--- config.mk ---
export PLATFORM = sky130hd
export DESIGN_NAME = fetch_frontend
export DESIGN_NICKNAME = d
export VERILOG_FILES = /design/src/source/frontend_pkg.sv /design/src/source/branch_history_table.sv /design/src/source/branch_target_buffer.sv /design/src/source/fetch_frontend.sv /design/src/source/fetch_pc_gen.sv
export SDC_FILE = /design/constraint.sdc
export NUM_CORES = 1
export LEC_CHECK = 0
export BUFFER_PORTS_ARGS = -buffer_cell sky130_fd_sc_hd__buf_2
export CELL_PAD_IN_SITES_DETAIL_PLACEMENT = 0
export CELL_PAD_IN_SITES_GLOBAL_PLACEMENT = 1
export CORE_ASPECT_RATIO = 1.5
export CORE_UTILIZATION = 40
export DETAILED_ROUTE_END_ITERATION = 6
export GPL_ROUTABILITY_DRIVEN = 1
export HOLD_SLACK_MARGIN = 0.05
export PLACE_DENSITY = 0.66
export SLEW_MARGIN = 20
export SYNTH_ARGS = -nofsm -noshare
export SYNTH_HDL_FRONTEND = slang
export SYNTH_HIERARCHICAL = 1
export SYNTH_SLANG_ARGS = --single-unit
--- constraint.sdc ---
create_clock -name clk -period 17.32 [get_ports clk]
set_input_delay 1.732 -clock clk [delete_from_list [all_inputs] [get_ports clk]]
set_output_delay 1.732 -clock clk [all_outputs]
set_load 0.01 [all_outputs]
--- src/source/frontend_pkg.sv ---
`default_nettype none

package frontend_pkg;

    // instruction fetch address
    typedef logic [31:0] pc_t;

    // exception cause code
    typedef logic [5:0] ecode_t;

    // first sequential step from here lands on 32'h1c000000
    localparam pc_t RESET_PC = 32'h1bfffffc;

    // fetches at or below this address bypass the cache
    localparam pc_t UNCACHED_LIMIT = 32'h1c000100;

    // distance between two sequential fetches
    localparam pc_t PC_STEP = 32'd4;

    localparam ecode_t ECODE_NONE = 6'h00; // no fetch exception
    localparam ecode_t ECODE_INT  = 6'h00; // interrupt
    localparam ecode_t ECODE_ADEF = 6'h08; // misaligned fetch address

endpackage

`default_nettype wire

--- src/source/branch_history_table.sv ---
`timescale 1ns/1ns
`default_nettype none

module branch_history_table #(
    parameter int BTB_INDEX_WIDTH = 4
) (
    input  logic              clk,
    input  logic              rst,
    input  logic              update_valid,
    input  logic              update_taken,
    input  frontend_pkg::pc_t lookup_pc,
    input  frontend_pkg::pc_t update_pc,
    output logic              pred_taken
);
    import frontend_pkg::*;

    localparam int ENTRIES = 1 << BTB_INDEX_WIDTH;

    typedef logic [BTB_INDEX_WIDTH-1:0] index_t;
    typedef logic [1:0]                 counter_t;

    localparam counter_t CTR_WEAK_NT   = 2'd1;
    localparam counter_t CTR_STRONG_T  = 2'd3;
    localparam counter_t CTR_STRONG_NT = 2'd0;

    counter_t counter_q [ENTRIES];
    counter_t counter_next;
    index_t   lookup_idx;
    index_t   update_idx;

    assign lookup_idx = lookup_pc[BTB_INDEX_WIDTH+1:2];
    assign update_idx = update_pc[BTB_INDEX_WIDTH+1:2];

    // saturating step of the counter being trained
    always_comb begin
        counter_next = counter_q[update_idx];
        if (update_taken) begin
            if (counter_q[update_idx] != CTR_STRONG_T) begin
                counter_next = counter_q[update_idx] + 2'd1;
            end
        end else if (counter_q[update_idx] != CTR_STRONG_NT) begin
            counter_next = counter_q[update_idx] - 2'd1;
        end
    end

    always_ff @(posedge clk) begin
        if (rst) begin
            for (int i = 0; i < ENTRIES; i++) begin
                counter_q[i] <= CTR_WEAK_NT;
            end
        end else if (update_valid) begin
            counter_q[update_idx] <= counter_next;
        end
    end

    assign pred_taken = counter_q[lookup_idx][1]; // 2 and 3 predict taken

endmodule

`default_nettype wire

--- src/source/branch_target_buffer.sv ---
`timescale 1ns/1ns
`default_nettype none

module branch_target_buffer #(
    parameter int BTB_INDEX_WIDTH = 4
) (
    input  logic              clk,
    input  logic              rst,
    input  logic              update_valid,
    input  frontend_pkg::pc_t lookup_pc,
    input  frontend_pkg::pc_t update_pc,
    input  frontend_pkg::pc_t update_target,
    output logic              btb_hit,
    output frontend_pkg::pc_t btb_target
);
    import frontend_pkg::*;

    localparam int ENTRIES   = 1 << BTB_INDEX_WIDTH;
    localparam int TAG_LSB   = BTB_INDEX_WIDTH + 2;
    localparam int TAG_WIDTH = 32 - TAG_LSB;

    typedef logic [BTB_INDEX_WIDTH-1:0] index_t;
    typedef logic [TAG_WIDTH-1:0]       tag_t;

    logic [ENTRIES-1:0] valid_q;
    tag_t               tag_q    [ENTRIES];
    pc_t                target_q [ENTRIES];

    index_t lookup_idx;
    tag_t   lookup_tag;
    index_t update_idx;
    tag_t   update_tag;

    // word aligned pc, so bits [1:0] take no part in index or tag
    assign lookup_idx = lookup_pc[TAG_LSB-1:2];
    assign lookup_tag = lookup_pc[31:TAG_LSB];
    assign update_idx = update_pc[TAG_LSB-1:2];
    assign update_tag = update_pc[31:TAG_LSB];

    always_ff @(posedge clk) begin
        if (rst) begin
            valid_q <= '0;
        end else if (update_valid) begin
            valid_q[update_idx] <= 1'b1;
        end
    end

    always_ff @(posedge clk) begin
        if (update_valid) begin
            tag_q[update_idx]    <= update_tag;
            target_q[update_idx] <= update_target;
        end
    end

    assign btb_hit    = valid_q[lookup_idx] && (tag_q[lookup_idx] == lookup_tag);
    assign btb_target = target_q[lookup_idx];

endmodule

`default_nettype wire

--- src/source/fetch_frontend.sv ---
`timescale 1ns/1ns
`default_nettype none

module fetch_frontend #(
    parameter int BTB_INDEX_WIDTH = 4
) (
    input  logic                 clk,
    input  logic                 rst,
    input  logic                 stall,
    input  logic                 pause,
    input  logic                 branch_flush,
    input  frontend_pkg::pc_t    branch_actual_addr,
    input  logic                 exception_flush,
    input  frontend_pkg::pc_t    exception_new_pc,
    input  logic                 interrupt,
    input  logic                 update_valid,
    input  frontend_pkg::pc_t    update_pc,
    input  frontend_pkg::pc_t    update_target,
    input  logic                 update_taken,
    output frontend_pkg::pc_t    fetch_pc,
    output logic                 fetch_en,
    output logic                 fetch_uncached,
    output logic                 fetch_exc_valid,
    output frontend_pkg::ecode_t fetch_exc_code
);
    import frontend_pkg::*;

    logic btb_hit;
    pc_t  btb_target;
    logic pred_taken;

    fetch_pc_gen i_pc_gen (
        .clk                (clk),
        .rst                (rst),
        .stall              (stall),
        .pause              (pause),
        .branch_flush       (branch_flush),
        .exception_flush    (exception_flush),
        .interrupt          (interrupt),
        .btb_hit            (btb_hit),
        .pred_taken         (pred_taken),
        .branch_actual_addr (branch_actual_addr),
        .exception_new_pc   (exception_new_pc),
        .btb_target         (btb_target),
        .fetch_pc           (fetch_pc),
        .fetch_en           (fetch_en),
        .fetch_uncached     (fetch_uncached),
        .fetch_exc_valid    (fetch_exc_valid),
        .fetch_exc_code     (fetch_exc_code)
    );

    // both predictors look up the current fetch pc
    branch_target_buffer #(
        .BTB_INDEX_WIDTH (BTB_INDEX_WIDTH)
    ) i_btb (
        .clk           (clk),
        .rst           (rst),
        .update_valid  (update_valid),
        .lookup_pc     (fetch_pc),
        .update_pc     (update_pc),
        .update_target (update_target),
        .btb_hit       (btb_hit),
        .btb_target    (btb_target)
    );

    branch_history_table #(
        .BTB_INDEX_WIDTH (BTB_INDEX_WIDTH)
    ) i_bht (
        .clk          (clk),
        .rst          (rst),
        .update_valid (update_valid),
        .update_taken (update_taken),
        .lookup_pc    (fetch_pc),
        .update_pc    (update_pc),
        .pred_taken   (pred_taken)
    );

endmodule

`default_nettype wire

--- src/source/fetch_pc_gen.sv ---
`timescale 1ns/1ns
`default_nettype none

module fetch_pc_gen (
    input  logic                   clk,
    input  logic                   rst,
    input  logic                   stall,
    input  logic                   pause,
    input  logic                   branch_flush,
    input  logic                   exception_flush,
    input  logic                   interrupt,
    input  logic                   btb_hit,
    input  logic                   pred_taken,
    input  frontend_pkg::pc_t      branch_actual_addr,
    input  frontend_pkg::pc_t      exception_new_pc,
    input  frontend_pkg::pc_t      btb_target,
    output frontend_pkg::pc_t      fetch_pc,
    output logic                   fetch_en,
    output logic                   fetch_uncached,
    output logic                   fetch_exc_valid,
    output frontend_pkg::ecode_t   fetch_exc_code
);
    import frontend_pkg::*;

    pc_t  pc_q;
    pc_t  pc_next;
    pc_t  pc_seq;
    logic pause_q; // pause seen in the previous cycle
    logic int_q;   // registered interrupt level
    logic misaligned;

    assign pc_seq = pc_q + PC_STEP;

    always_comb begin
        pc_next = pc_seq;
        if (exception_flush) begin
            pc_next = exception_new_pc;
        end else if (pause) begin
            // a fresh pause lets the current fetch advance once
            if (pause_q || stall) begin
                pc_next = pc_q;
            end else begin
                pc_next = pc_seq;
            end
        end else if (branch_flush) begin
            pc_next = branch_actual_addr;
        end else if (stall) begin
            pc_next = pc_q;
        end else if (btb_hit && pred_taken) begin
            pc_next = btb_target; // predicted taken
        end
    end

    always_ff @(posedge clk) begin
        if (rst) begin
            pc_q    <= RESET_PC;
            pause_q <= 1'b0;
            int_q   <= 1'b0;
        end else begin
            pc_q    <= pc_next;
            pause_q <= pause;
            int_q   <= interrupt;
        end
    end

    assign fetch_pc       = pc_q;
    assign fetch_uncached = (pc_q <= UNCACHED_LIMIT);
    assign fetch_en       = ~fetch_uncached;

    assign misaligned = (pc_q[1:0] != 2'b00);

    // interrupt outranks a misaligned address
    always_comb begin
        if (int_q) begin
            fetch_exc_valid = 1'b1;
            fetch_exc_code  = ECODE_INT;
        end else if (misaligned) begin
            fetch_exc_valid = 1'b1;
            fetch_exc_code  = ECODE_ADEF;
        end else begin
            fetch_exc_valid = 1'b0;
            fetch_exc_code  = ECODE_NONE;
        end
    end

endmodule

`default_nettype wire

==> results_dict.tcl <==
set metrics [dict create \
    status "finished with violations" \
    violations "DRC" \
    synth_cell_types 84 \
    synth_top_family_by_area "multiplexers" \
    start_kind "register" \
    final_common_cell "edfxtp_1" \
    fmax_mhz 161 \
    cts_resized 0 \
    fillers 8624 \
    drv_slew 0 \
    io_buffer_count 170 \
    final_nets 2502 \
    crit_fanout 40 \
    hold_violations 0 \
    fin_ws_ns 11.11 \
    skew_ns 0.0393 \
    reg2reg_to "i_pc_gen/fetch_pc[14]" \
    synthArstFlopShare 0 \
    cts_sinks 1010 \
    tightest_slew_ns 0.989 \
    finalSetupViolations 0 \
    yosysSeqAreaShare 0.722 \
    synth_area_um2 41300 \
    cts.clk_slew.worst_paths_ns 0.07 \
    p_per_area_nw_per_um2 115 \
    min_period_ns 6.21 \
    routedWlPerCell_um 30.4 \
    antenna_found_initial 15 \
    grt_util_all_layers 0.221 \
    synth-xor-area-share 0.00593 \
    cts_setup_buffers 0 \
    routed_wl_mm 114 \
    finalPower_w 0.00540 \
    reg2reg_from "i_pc_gen/fetch_pc[2]" \
    drc 5 \
    min_from "i_btb/valid_q[13]" \
    grt_max_degree 121 \
    peakVddDrop_mv 0.0858 \
    startpoint "i_pc_gen/fetch_pc[2]" \
    globalplace.congestion 0.866 \
    ys.flop_type "edfxtp_1" \
    rsz0062_at_grt "no" \
    tritoncts "yes" \
    route.antenna.remaining_nets 0 \
    syn_to_final_growth_pct 13.5 \
    synth_compound_area_frac 0.0393 \
    arrival_ns 4.48 \
    synth_fa_ha_area_frac 0.00127 \
    maxCapViolCount 0 \
    synth_edf_count 960 \
    grt-ovfl-total 0 \
    yosys-mux-area-fraction 0.165 \
    routed_via_density 5.93 \
    final_cell_mix "edfxtp_1 (960), mux4_2 (271), buf_2 (170)" \
    finalCritPeriodShare 0.359 \
    hold_path_depth 2 \
    row_count 144 \
    drtIter0Drc 2068 \
    cts-root-buf "clkbuf_16" \
    setup.worst_path.end_class "output pin" \
    vias 22305 \
    power.leakage_nw 15.3 \
    clk_latency_ns 0.71 \
    dieArea_um2 105000 \
    synth-simple-area-share 0.0479 \
    yosysWarnings 6 \
    core_um2 103000 \
    die_x_um 264 \
    chipHeight_um 396 \
    dr.pass1.iters 7 \
    ctsHoldBuffers 0 \
    reg2reg_slack_ns 11.74 \
    h-tree-depth 3 \
    holdWs_ns 0.474 \
    syn_area_per_cell_um2 19.1 \
    pre_cts_slack_ns 11.63 \
    numCtsBuffers 94 \
    clock_path_buffers 3 \
    path_class "register to output pin" \
    grt_pass1_vias 22948 \
    required_ns 15.59 \
    drive_gt1_frac 0.284 \
    initial_core_util 0.403 \
    grt_pass1_wl_mm 164 \
    min_to "i_btb/valid_q[13]" \
    synth_cells 2166 \
    dp_hpwl_mm 68.6 \
    ys_ff_latch 1010 \
    r2r_cells 14 \
    slew_headroom 0.341 \
    fin_tns_setup_ns 0 \
    fin_util 0.457 \
    hold_path_class "register to register" \
    ios 178 \
]
[how the worst max path moves through the flow]
| stage | to | cells after the start |
|---|---|---|
| finish | fetch_en | 9 |
| global route | fetch_en | 9 |
| CTS | fetch_en | 9 |
| detailed placement | i_pc_gen/fetch_pc[13] | 13 |
| global placement | i_pc_gen/fetch_pc[14] | 14 |
| floorplan | i_btb/tag_q[0][0] | 2 |
[worst max-delay path: stages (launching register included)]
cell     delay, ns
dfxtp_4       0.86
buf_4         0.76
buf_4         0.75
inv_1         0.11
ha_1          0.23
nand3_1       0.15
nand2_1       0.08
a21oi_1       0.43
or4_1         0.17
buf_2         0.12
[synthesized netlist by cell type (4+ instances only)]
master	number	area [um2]
o21ai_0	47	235
a221o_1	4	40.0
and4_1	6	52.6
inv_1	28	105
buf_4	18	135
nor3_1	23	115
xnor2_1	21	184
nand2_1	90	338
and3_1	11	68.8
nand4_1	20	125
o2bb2ai_1	6	52.6
a222oi_1	4	40.0
a22oi_1	17	128
a22o_1	8	70.1
a2bb2oi_1	5	43.8
nand3_1	46	230
a31oi_1	15	93.8
dfxtp_1	50	1000
nand2b_1	27	169
buf_1	7	26.3
mux2i_1	54	541
a221oi_1	11	96.3
buf_2	38	190
a211oi_1	5	37.5
buf_6	9	101
nor2b_1	16	100
edfxtp_1	960	28800
nor2_1	101	379
or3_1	4	25.0
mux4_1	5	131
a21oi_1	49	245
and2_1	5	31.3
xor2_1	7	61.3
mux4_2	271	6100
clkbuf_1	55	206
o22a_1	10	87.6
or2_2	5	31.3
nor4_1	15	93.8
o22ai_1	10	62.6
o21a_1	4	30.0
o31ai_1	6	45.0
nand4b_1	4	35.0
a31o_2	4	35.0
[power breakdown]
part / leakage (nW) / switching (W) / internal [W]
sequential: 9.08 / 0.0000538 / 0.00273
clock: 1.55 / 0.000920 / 0.00120
combinational: 4.69 / 0.000289 / 0.000209
total: 15.3 / 0.00126 / 0.00413
[kinds of logic after synthesis]
| logic type | after synthesis |
|---|---|
| AO/OA/AOI/OAI | 238 |
| XOR/XNOR | 28 |
| adder cells (fa/ha/maj) | 4 |
| buffers and inverters | 159 |
| flip-flops | 1010 |
| multiplexers | 332 |
| other | 1 |
| AND/OR/NAND/NOR | 394 |
[registers in the layout (all words and copies together), names as in the netlist]
| signal | cells |
|---|---|
| i_bht/counter_q | 32 |
| i_btb/tag_q | 416 |
| i_btb/target_q | 512 |
| i_btb/valid_q | 16 |
| i_pc_gen/fetch_pc | 32 |
| i_pc_gen/int_q | 1 |
| i_pc_gen/pause_q | 1 |
[per-stage QoR]
step / area, um2 / cells
5_1_grt: 46900 / 3756
2_1_floorplan: 41300 / 2170
6_report: 46900 / 3759
3_5_place_dp: 43700 / 3581
4_1_cts: 46900 / 3755
3_3_place_gp: 43700 / 3581
[per-layer routing]
metal | GRT usage | vias up | routed length, um | share of wire
li1 | - | 9336 | - | -
met1 | 0.287 | 11891 | 45300 | 0.40
met2 | 0.381 | 898 | 58700 | 0.51
met3 | 0.0338 | 168 | 7520 | 0.066
met4 | 0.0679 | 12 | 2870 | 0.025
met5 | 0 | - | 75 | 0.00066
[area by class of cell]
type | instances | area (um2) | area share
antenna | 4 | 10.0 | 0.000213
clock buffer | 115 | 2530 | 0.0540
clock inverter | 59 | 628 | 0.0134
inverter | 31 | 118 | 0.00251
multi-input combinational | 1001 | 10800 | 0.231
sequential | 1010 | 29800 | 0.636
tap | 1314 | 1640 | 0.0351
timing repair buffer | 225 | 1290 | 0.0275
Power figures use the tool's default switching activity.
